$ cat src/fetch_types_pkg.sv
package fetch_types_pkg;

    // datapath widths
    localparam int ADDR_W = 64;
    localparam int INST_W = 32;
    localparam int DATA_W = 64;

    // byte address into the fetch space
    typedef logic [ADDR_W-1:0] addr_t;

    // one uncompressed instruction word
    typedef logic [INST_W-1:0] inst_t;

    // one read data beat, two instructions wide
    typedef logic [DATA_W-1:0] bus_data_t;

    // pc step and fixed fetch size in bytes
    localparam addr_t INST_BYTES = 64'd4;

endpackage

$ cat src/fetch_ctrl_pkg.sv
package fetch_ctrl_pkg;

    // read bus request FSM
    typedef enum logic [1:0] {
        IDLE,
        ADDR,
        DATA
    } fetch_state_e;

    // cause that moves the pc off its sequential path
    typedef enum logic [1:0] {
        NONE,
        JUMP,
        JALR,
        TRAP
    } redirect_e;

endpackage

$ cat src/trap_vec_regs.sv
`timescale 1ns/1ps

module trap_vec_regs
    import fetch_types_pkg::*;
#(
    parameter addr_t RESET_TVEC = 64'h8000_0100
) (
    input  logic  clk,
    input  logic  rst_i,
    input  logic  tvec_we_i,
    input  addr_t tvec_wdata_i,
    output addr_t tvec_o
);

    addr_t tvec_q;

    // direct mode only, low two bits forced to zero
    always_ff @(posedge clk) begin
        if (rst_i) begin
            tvec_q <= RESET_TVEC;
        end else if (tvec_we_i) begin
            tvec_q <= {tvec_wdata_i[63:2], 2'b00};
        end
    end

    // a write shows up one cycle later, so a same-cycle trap sees the old base
    assign tvec_o = tvec_q;

    // also catches a misaligned reset value
    a_tvec_aligned: assert property (
        @(posedge clk) disable iff (rst_i)
        tvec_o[1:0] == 2'b00
    ) else $error("trap vector not aligned: %h", tvec_o);

endmodule

$ cat src/next_pc.sv
`timescale 1ns/1ps

module next_pc
    import fetch_types_pkg::*;
    import fetch_ctrl_pkg::*;
#(
    parameter addr_t RESET_PC = 64'h8000_0000
) (
    input  logic  clk,
    input  logic  rst_i,
    input  logic  jump_i,
    input  logic  branch_i,
    input  logic  cmp_zero_i,
    input  logic  jalr_i,
    input  logic  trap_i,
    input  logic  pc_hold_i,
    input  addr_t ex_pc_i,
    input  addr_t ex_imm_i,
    input  addr_t ex_rs1_i,
    input  addr_t tvec_i,
    input  logic  beat_done_i,
    input  addr_t beat_addr_i,
    output addr_t pc_o,
    output logic  redirect_o
);

    addr_t     pc_q;
    addr_t     jalr_sum;
    addr_t     target;
    redirect_e cause;
    logic      step;

    assign jalr_sum = ex_rs1_i + ex_imm_i;

    // jal and taken branch first, then jalr, trap last
    always_comb begin
        cause  = NONE;
        target = pc_q;
        if (jump_i || (branch_i && cmp_zero_i)) begin
            cause  = JUMP;
            target = ex_pc_i + ex_imm_i;
        end else if (jalr_i) begin
            cause  = JALR;
            target = {jalr_sum[63:1], 1'b0};
        end else if (trap_i) begin
            cause  = TRAP;
            target = tvec_i;
        end
    end

    assign redirect_o = (cause != NONE);

    // sequential advance only once the current pc has been delivered
    assign step = beat_done_i && (beat_addr_i == pc_q) && !pc_hold_i;

    always_ff @(posedge clk) begin
        if (rst_i) begin
            pc_q <= RESET_PC;
        end else if (redirect_o) begin
            pc_q <= target;
        end else if (step) begin
            pc_q <= pc_q + INST_BYTES;
        end
    end

    assign pc_o = pc_q;

    // jalr may leave bit 1 set, everything else keeps word alignment
    a_pc_aligned: assert property (
        @(posedge clk) disable iff (rst_i)
        (cause != JALR) |=> (pc_o[1:0] == 2'b00)
    ) else $warning("pc not word aligned: %h", pc_o);

endmodule

$ cat src/fetch_req.sv
`timescale 1ns/1ps

module fetch_req
    import fetch_types_pkg::*;
    import fetch_ctrl_pkg::*;
(
    input  logic      clk,
    input  logic      rst_i,
    input  addr_t     pc_i,
    input  logic      redirect_i,
    input  logic      ar_ready_i,
    input  logic      r_valid_i,
    input  bus_data_t r_data_i,
    output logic      ar_valid_o,
    output addr_t     ar_addr_o,
    output logic      r_ready_o,
    output logic      beat_done_o,
    output addr_t     beat_addr_o,
    output logic      inst_valid_o,
    output inst_t     inst_o,
    output addr_t     inst_pc_o
);

    fetch_state_e state_q;
    fetch_state_e state_d;
    addr_t        addr_q;
    logic         first_q;
    logic         stale_q;
    logic         new_req;
    logic         beat_xfer;
    logic         fresh;
    logic         inst_valid_q;
    inst_t        inst_q;
    addr_t        inst_pc_q;

    assign ar_valid_o = (state_q == ADDR);
    assign r_ready_o  = (state_q == DATA);

    // first request cycle takes pc directly, so a pc bumped by the last beat goes out at once
    assign ar_addr_o = first_q ? pc_i : addr_q;

    always_comb begin
        state_d = state_q;
        case (state_q)
            IDLE: begin
                state_d = ADDR;
            end
            ADDR: begin
                if (ar_ready_i) begin
                    state_d = DATA;
                end
            end
            DATA: begin
                if (r_valid_i) begin
                    state_d = ADDR;
                end
            end
            default: begin
                state_d = IDLE;
            end
        endcase
    end

    assign new_req = (state_q != ADDR) && (state_d == ADDR);

    always_ff @(posedge clk) begin
        if (rst_i) begin
            state_q <= IDLE;
            first_q <= 1'b0;
            stale_q <= 1'b0;
        end else begin
            state_q <= state_d;
            first_q <= new_req;
            // sticky until the next request starts
            if (new_req) begin
                stale_q <= 1'b0;
            end else if (state_q != IDLE && (redirect_i || pc_i != ar_addr_o)) begin
                stale_q <= 1'b1;
            end
        end
    end

    // in-flight address
    always_ff @(posedge clk) begin
        if (state_q == ADDR) begin
            addr_q <= ar_addr_o;
        end
    end

    assign beat_xfer = r_valid_i && r_ready_o;

    // drop beats for an old pc, including one that lands with a redirect
    assign fresh = beat_xfer && !stale_q && !redirect_i && (pc_i == addr_q);

    assign beat_done_o = fresh;
    assign beat_addr_o = addr_q;

    always_ff @(posedge clk) begin
        if (rst_i) begin
            inst_valid_q <= 1'b0;
        end else begin
            inst_valid_q <= fresh;
        end
    end

    // addr bit 2 picks the upper half of the beat
    always_ff @(posedge clk) begin
        if (fresh) begin
            inst_q    <= addr_q[2] ? r_data_i[63:32] : r_data_i[31:0];
            inst_pc_q <= addr_q;
        end
    end

    assign inst_valid_o = inst_valid_q;
    assign inst_o       = inst_q;
    assign inst_pc_o    = inst_pc_q;

    a_ar_stable: assert property (
        @(posedge clk) disable iff (rst_i)
        ar_valid_o && !ar_ready_i |=> ar_valid_o && $stable(ar_addr_o)
    ) else $error("ar request changed before handshake");

endmodule

$ cat src/fetch_top.sv
`timescale 1ns/1ps

module fetch_top
    import fetch_types_pkg::*;
#(
    parameter addr_t RESET_PC   = 64'h8000_0000,
    parameter addr_t RESET_TVEC = 64'h8000_0100
) (
    input  logic      clk,
    input  logic      rst_i,
    input  logic      jump_i,
    input  logic      branch_i,
    input  logic      cmp_zero_i,
    input  logic      jalr_i,
    input  logic      trap_i,
    input  logic      pc_hold_i,
    input  addr_t     ex_pc_i,
    input  addr_t     ex_imm_i,
    input  addr_t     ex_rs1_i,
    input  logic      tvec_we_i,
    input  addr_t     tvec_wdata_i,
    input  logic      ar_ready_i,
    input  logic      r_valid_i,
    input  bus_data_t r_data_i,
    output logic      ar_valid_o,
    output addr_t     ar_addr_o,
    output logic      r_ready_o,
    output logic      inst_valid_o,
    output inst_t     inst_o,
    output addr_t     inst_pc_o
);

    addr_t tvec;
    addr_t pc;
    logic  redirect;
    logic  beat_done;
    addr_t beat_addr;

    trap_vec_regs #(
        .RESET_TVEC (RESET_TVEC)
    ) tvec_i (
        .clk          (clk),
        .rst_i        (rst_i),
        .tvec_we_i    (tvec_we_i),
        .tvec_wdata_i (tvec_wdata_i),
        .tvec_o       (tvec)
    );

    next_pc #(
        .RESET_PC (RESET_PC)
    ) pc_i (
        .clk         (clk),
        .rst_i       (rst_i),
        .jump_i      (jump_i),
        .branch_i    (branch_i),
        .cmp_zero_i  (cmp_zero_i),
        .jalr_i      (jalr_i),
        .trap_i      (trap_i),
        .pc_hold_i   (pc_hold_i),
        .ex_pc_i     (ex_pc_i),
        .ex_imm_i    (ex_imm_i),
        .ex_rs1_i    (ex_rs1_i),
        .tvec_i      (tvec),
        .beat_done_i (beat_done),
        .beat_addr_i (beat_addr),
        .pc_o        (pc),
        .redirect_o  (redirect)
    );

    // bus side, one read at a time
    fetch_req req_i (
        .clk          (clk),
        .rst_i        (rst_i),
        .pc_i         (pc),
        .redirect_i   (redirect),
        .ar_ready_i   (ar_ready_i),
        .r_valid_i    (r_valid_i),
        .r_data_i     (r_data_i),
        .ar_valid_o   (ar_valid_o),
        .ar_addr_o    (ar_addr_o),
        .r_ready_o    (r_ready_o),
        .beat_done_o  (beat_done),
        .beat_addr_o  (beat_addr),
        .inst_valid_o (inst_valid_o),
        .inst_o       (inst_o),
        .inst_pc_o    (inst_pc_o)
    );

endmodule

$ cat config.mk
export PLATFORM = sky130hd
export DESIGN_NAME = fetch_top
export DESIGN_NICKNAME = d
export VERILOG_FILES = /design/src/fetch_types_pkg.sv /design/src/fetch_ctrl_pkg.sv /design/src/trap_vec_regs.sv /design/src/next_pc.sv /design/src/fetch_req.sv /design/src/fetch_top.sv
export SDC_FILE = /design/constraint.sdc
export NUM_CORES = 1
export LEC_CHECK = 0
export ABC_AREA = 1
export ABC_CLOCK_PERIOD_IN_PS = 7300
export BUFFER_PORTS_ARGS = -buffer_cell sky130_fd_sc_hd__buf_2
export CORE_MARGIN = 10
export CORE_UTILIZATION = 48
export DETAILED_ROUTE_END_ITERATION = 6
export PLACE_DENSITY = 0.71
export REMOVE_ABC_BUFFERS = 1
export SETUP_SLACK_MARGIN = 0.02
export SLEW_MARGIN = 25
export SYNTH_ARGS = -nofsm -noshare
export SYNTH_HDL_FRONTEND = slang
export SYNTH_SLANG_ARGS = --single-unit
$ cat constraint.sdc
create_clock -name clk -period 7.3 [get_ports clk]
set_input_delay 1.095 -clock clk [delete_from_list [all_inputs] [get_ports clk]]
set_output_delay 1.095 -clock clk [all_outputs]
set_load 0.1 [all_outputs]
==> results of run 1 <==
-- synth_stat cells, types with 12 or more instances --
master and count:
nor3_1 49, clkbuf_1 78, nand3_1 250, or2_2 12, nand2_1 1387, o21bai_1 22
inv_1 641, nand4_1 47, inv_2 16, nor2_1 453, xor2_1 51, nor4_1 14
dfxtp_1 131, nand3b_1 12, edfxtp_1 160, xnor2_1 12, a21oi_1 349, ha_1 126
o21ai_0 304, buf_2 14
-- logic make-up (layout without fill, tap and decap cells) --
family / after synthesis / in the layout / synth area share, %
AOI/OAI and AO/OA: 724 / 724 / 14.8
xor gates and xnor gates: 63 / 63 / 2.17
adders and majority gates: 128 / 128 / 6.35
buffers and inverters: 763 / 1228 / 11.4
DFF: 291 / 291 / 29.2
other: 0 / 4 / 0
and+or+nand+nor: 2250 / 2250 / 36.1
-- metal layers --
metal | GRT usage [%] | routed length, um | vias to the layer above
li1 | - | - | 14400
met1 | 44.1 | 46900 | 13600
met2 | 56.4 | 52000 | 1381
met3 | 4.77 | 9070 | 217
met4 | 14.1 | 4890 | 2
met5 | 0 | 7 | -
-- final timing paths --
check | start | slack (ns) | depth (start not counted) | endpoint
worst max-delay path | ex_imm_i[0] | 3.40 | 20 | pc_i.pc_o[50]
worst max register to register | pc_i.pc_o[48] | 3.96 | 15 | pc_i.pc_o[33]
worst min-delay path | tvec_i.tvec_o[14] | 0.46 | 2 | tvec_i.tvec_o[14]
worst min register to register | tvec_i.tvec_o[14] | 0.46 | 2 | tvec_i.tvec_o[14]
-- report_power, final --
group	switching [mW]	internal (mW)	total, mW
registers	0.122	1.86	1.98
logic	1.50	0.540	2.04
clock network	0.747	1.05	1.80
total	2.37	3.45	5.82
-- registers in the layout, indices dropped and copies added (netlist names) --
register	flops
pc_i.pc_o	64
tvec_i.tvec_o	62
req_i.inst_valid_o	1
req_i.first_q	1
req_i.inst_pc_o	64
req_i.stale_q	1
req_i.state_q	2
req_i.beat_addr_o	64
req_i.inst_o	32
-- cells in the final DEF (no fill, tap or decap), types with 5 or more instances in the layout --
master,Yosys,final
nand2_1,1387,1386
nor2_1,453,452
ha_1,126,126
nand3b_1,12,12
edfxtp_1,160,160
o21ai_1,11,11
xor2_1,51,51
nor2_4,4,5
o211ai_1,6,6
buf_4,4,15
nand4_1,47,47
inv_2,16,18
o21ai_0,304,304
clkbuf_1,78,6
buf_2,14,491
or2_2,12,12
xnor2_1,12,12
a31oi_1,11,11
dfxtp_1,131,130
o21bai_1,22,22
inv_1,641,636
a21o_1,7,7
clkbuf_16,0,35
clkinv_2,0,8
nand3_1,250,250
a21oi_1,349,349
nor4_1,14,14
nor2_2,5,5
nor3_1,49,49
-- cell type report --
cell class	count	area (um2)	share of cell area, %
Antenna cell	4	10.0	0.0337
Clock buffer	43	920	3.10
Clock inverter	20	239	0.806
Inverter	658	2470	8.34
Multi-Input combinational cell	3165	15100	51.0
Sequential cell	291	7430	25.1
Tap cell	688	861	2.90
Timing Repair Buffer	507	2590	8.73
-- worst reg2reg max path, delay by kind of cell, from the launching register on --
family / cells / cell delay (ns)
compound gates: 1 / 0.08
buf+inv: 3 / 0.73
flops: 1 / 0.53
simple gates: 11 / 1.94
==> results.sh, run 1 <==
export IMPL_die_w_um=250
export IMPL_timing_final_max_slew_violations=0
export IMPL_htreeDepth=2
export IMPL_core_area_um2=52600
export IMPL_fin_util_pct=56.4
export IMPL_worstPathRequired_ns=7.73
export IMPL_crit_buf_inv=3
export IMPL_criticalPathCategory="in -> reg"
export IMPL_fin_setup_tns_ns=0
export IMPL_initial_core_util_pct=48.4
export IMPL_finalPower_mw=5.82
export IMPL_p_per_area_nw_per_um2=196
export IMPL_hold_buffers=0
export IMPL_clock_sinks=291
export IMPL_post_cts_buffers=0
export IMPL_fmax_mhz=256
export IMPL_ys_ff_latch=291
export IMPL_cpMostUsedCell="nand2_1"
export IMPL_path_clk_slew_ns=0.06
export IMPL_final_nets=5117
export IMPL_setup_ws_ns=3.40
export IMPL_via_count=29600
export IMPL_tritoncts="yes"
export IMPL_hold_path_class="reg -> reg"
export IMPL_numPortBuffers=491
export IMPL_io_pins=494
export IMPL_seq_area_frac_synth_pct=29.2
export IMPL_post_route_period_util_pct=53.5
export IMPL_grt_antenna_before_repair=6
export IMPL_grt_start_max_net_pins=104
export IMPL_place_congestion=1.04
export IMPL_fillerInstances=5502
export IMPL_synth_area_um2=25500
export IMPL_worst_slew_pin_transition_ns=0.909
export IMPL_synth_edff_count=160
export IMPL_first_global_vias=28200
export IMPL_ys_warn_count=0
export IMPL_synth_top_area_share_pct=20.5
export IMPL_worst_path_largest_cell_delay_ns=0.49
export IMPL_final_cell_area_um2=29700
export IMPL_place_ws_ns=2.88
export IMPL_wl_per_cell_um=21.0
export IMPL_setup_viol=0
export IMPL_max_cap_violations=0
export IMPL_avgSynthCellArea_um2=6.03
export IMPL_area_delta_synth_final_pct=16.5
export IMPL_postPlaceCellArea_um2=28500
export IMPL_syn_inst=4219
export IMPL_ant_nets=0
export IMPL_vdd_ir_drop_max_mv=0.183
export IMPL_first_iter_violations=2740
export IMPL_violations="DRC"
export IMPL_dp_hpwl_mm=94.2
export IMPL_holdWs_ns=0.457
export IMPL_outcome="finished with violations"
export IMPL_clock_root_buffer="clkbuf_16"
export IMPL_placed_cells=5309
export IMPL_drc_errors=5
export IMPL_slew_headroom_pct=39.4
export IMPL_chipHeight_um=250
export IMPL_synthTopCellsByArea="nand2_1 (20%), edfxtp_1 (19%), dfxtp_1 (10%)"
export IMPL_cts_buffers=35
export IMPL_rsz0062_at_grt="no"
export IMPL_clk_latency_ns=0.55
export IMPL_ys_async_sr_fraction_pct=0
export IMPL_crit_slowest_cell="o21ai_1"
export IMPL_crit_path_end_kind="flop"
export IMPL_ys_types=50
export IMPL_grt_pass1_wl_mm=166
export IMPL_grt_overflow=0
export IMPL_via_per_inst=5.50
export IMPL_fp_row_count=84
export IMPL_cts_buffer_depth=3
export IMPL_path_cells="buf_2 -> ha_1 -> inv_1 -> fa_1 -> inv_1 -> nand2_1 -> o21ai_1 -> nand2_1 -> nand2_1 -> nand2_1 -> nand2_1 -> nand2_1 -> nand2_1 -> nand2_1 -> nand2_1 -> nand2_1 -> nand3_1 -> nand2_1 -> nor2_1 -> nor2_1"
export IMPL_cts_resized=0
export IMPL_grt_use_total_pct=34.1
export IMPL_first_pass_iters=7
export IMPL_p_leak_nw=15.0
export IMPL_cp_max_fo=6
export IMPL_final_setup_skew_ns=0.0205
export IMPL_post_route_min_period_ns=3.90
export IMPL_final_cells=5376
export IMPL_start_kind="input port"
export IMPL_netlist_top_cell_by_area="nand2_1"
export IMPL_wirelength_mm=113
export IMPL_critical_path_arrival_ns=4.33
export IMPL_drive_above_1_share_pct=13.2
export IMPL_synthFlopType="edfxtp_1"
export IMPL_hold_viol=0
export IMPL_die_area_um2=62600
export IMPL_path_delay_family="simple AND/OR/NAND/NOR gates"
Note: power is estimated with default switching activity, not from simulation.
==> run 2, diff against run 1 <==
--- a/config.mk
+++ b/config.mk
@@ -6,12 +6,12 @@
 export NUM_CORES = 1
 export LEC_CHECK = 0
 export ABC_AREA = 1
-export ABC_CLOCK_PERIOD_IN_PS = 7300
+export ABC_CLOCK_PERIOD_IN_PS = 3250
 export BUFFER_PORTS_ARGS = -buffer_cell sky130_fd_sc_hd__buf_2
 export CORE_MARGIN = 10
 export CORE_UTILIZATION = 48
 export DETAILED_ROUTE_END_ITERATION = 6
-export PLACE_DENSITY = 0.71
+export PLACE_DENSITY = 0.74
 export REMOVE_ABC_BUFFERS = 1
 export SETUP_SLACK_MARGIN = 0.02
 export SLEW_MARGIN = 25
==> constraint.sdc (replaced) <==
create_clock -name clk -period 3.25 [get_ports clk]
set_input_delay 0.4875 -clock clk [delete_from_list [all_inputs] [get_ports clk]]
set_output_delay 0.4875 -clock clk [all_outputs]
set_load 0.1 [all_outputs]
==> run 2 against run 1 <==
  * The flow still finishes with violations (DRC)
  * Cell count increased by 1.1%
  * Clock power increased by 120%
  * First-iteration DRC count increased by 6.9%
  * Utilization increased by 0.94 points
  * Power increased by 120%
  * Design area increased by 1.7%
  * Worst hold slack got worse by 0.30 ns
  * Wire length about the same
  * Sequential power increased by 130%
==> results.sh, run 2 (synthesized netlist as in run 1, its figures left out) <==
export IMPL_outcome="finished with violations"
export IMPL_violations="DRC"
export IMPL_post_cts_buffers=0
export IMPL_grt_antenna_before_repair=6
export IMPL_fp_row_count=84
export IMPL_slew_headroom_pct=39.3
export IMPL_fillerInstances=5401
export IMPL_start_kind="flop"
export IMPL_layout_commonest_cell="nand2_1"
export IMPL_place_ws_ns=0.0932
export IMPL_fin_setup_tns_ns=0
export IMPL_drc_errors=1
export IMPL_p_leak_nw=15.3
export IMPL_p_per_area_nw_per_um2=433
export IMPL_use_met1_pct=43.9
export IMPL_die_w_um=250
export IMPL_hold_buffers=0
export IMPL_area_delta_synth_final_pct=18.5
export IMPL_drive_above_1_share_pct=14.2
export IMPL_clock_sinks=291
export IMPL_first_pass_iters=7
export IMPL_place_congestion=1.04
export IMPL_cts_buffer_depth=3
export IMPL_io_pins=494
export IMPL_critical_path_arrival_ns=2.52
export IMPL_hold_viol=0
export IMPL_fmax_mhz=333
export IMPL_numPortBuffers=491
export IMPL_grt_use_total_pct=34.2
export IMPL_worst_slew_pin_transition_ns=0.911
export IMPL_worst_path_largest_cell_delay_ns=0.68
export IMPL_setup_ws_ns=0.243
export IMPL_crit_slowest_cell="dfxtp_4"
export IMPL_finalPower_mw=13.1
export IMPL_path_clk_slew_ns=0.06
export IMPL_criticalPathCategory="reg -> out"
export IMPL_htreeDepth=2
export IMPL_ant_nets=0
export IMPL_wirelength_mm=113
export IMPL_postPlaceCellArea_um2=29000
export IMPL_first_global_vias=28400
export IMPL_gr_usage_met2_pct=56.5
export IMPL_grt_pass1_wl_mm=167
export IMPL_tritoncts="yes"
export IMPL_dp_hpwl_mm=95.6
export IMPL_post_route_period_util_pct=92.5
export IMPL_initial_core_util_pct=48.4
export IMPL_die_area_um2=62600
export IMPL_max_cap_violations=0
export IMPL_grt_overflow=0
export IMPL_post_route_min_period_ns=3.01
export IMPL_final_nets=5175
export IMPL_via_per_inst=5.49
export IMPL_final_cell_area_um2=30200
export IMPL_via_count=29800
export IMPL_clock_root_buffer="clkbuf_16"
export IMPL_met3_usage_pct=4.85
export IMPL_first_iter_violations=2929
export IMPL_multiInputGateArea_um2=15100
export IMPL_cts_resized=0
export IMPL_fin_util_pct=57.4
export IMPL_mostFrequentLayoutCells="nand2_1 (1386), inv_1 (636), buf_2 (490)"
export IMPL_cts_buffers=34
export IMPL_final_setup_skew_ns=0.0160
export IMPL_clk_latency_ns=0.56
export IMPL_chipHeight_um=250
export IMPL_wl_per_cell_um=20.8
export IMPL_grt_start_max_net_pins=66
export IMPL_placed_cells=5368
export IMPL_cp_max_fo=61
export IMPL_final_cells=5434
export IMPL_top_usage_layer="met2"
export IMPL_timing_final_max_slew_violations=0
export IMPL_hold_path_class="in -> reg"
export IMPL_holdWs_ns=0.156
export IMPL_setup_viol=0
export IMPL_crit_path_end_kind="output port"
export IMPL_path_cells="buf_4 -> nand2_1 -> o21ai_0 -> buf_2"
export IMPL_rsz0062_at_grt="no"
export IMPL_worstPathRequired_ns=2.76
export IMPL_vdd_ir_drop_max_mv=0.428
export IMPL_core_area_um2=52600
export IMPL_seq_area_um2=7430
run 2: changes by cell type in the layout (fill, tap and decap cells not counted):
cell and change:
buf_12 +4, buf_2 -1, buf_4 +56, clkbuf_4 -1, clkinv_1 +3, clkinv_2 -5
clkinv_8 +1, clkinvlp_2 -1, clkinvlp_4 +3, inv_2 +1, inv_6 -1, inv_8 -1
run 2: area by class of cell:
cell class / instances / area share (%)
clock inverter: 20 / 0.809
clock buffer: 42 / 3.02
sequential: 291 / 24.6
multi-input combinational: 3165 / 50.2
tap: 688 / 2.85
timing repair buffer: 566 / 10.2
antenna: 4 / 0.0332
inverter: 658 / 8.20
run 2: layer usage:
metal / up-vias / part of all wire (%)
li1: 14500 / -
met2: 1440 / 46
met3: 232 / 8.3
met5: - / 0.024
met4: 4 / 4.5
met1: 13600 / 42
run 2: final timing paths:
path	start	end	cells past startpoint	slack [ns]
min reg2reg	tvec_i.tvec_o[56]	tvec_i.tvec_o[56]	2	0.45
max reg2reg	pc_i.pc_o[15]	pc_i.pc_o[38]	15	0.30
min	tvec_wdata_i[31]	tvec_i.tvec_o[31]	3	0.16
max	req_i.first_q	ar_addr_o[48]	4	0.24
run 2: worst max-delay path: cells and delay by family (launching register included):
kind	cells	cell delay, ns
DFF	1	0.68
buffers and inverters	2	0.95
AOI/OAI and AO/OA	1	0.18
and+or+nand+nor	1	0.12
run 2: where the power goes:
group	internal, mW	switching [mW]	total [mW]
clock network	2.34	1.61	3.95
logic	1.28	3.37	4.65
registers	4.17	0.287	4.46
total	7.79	5.27	13.1
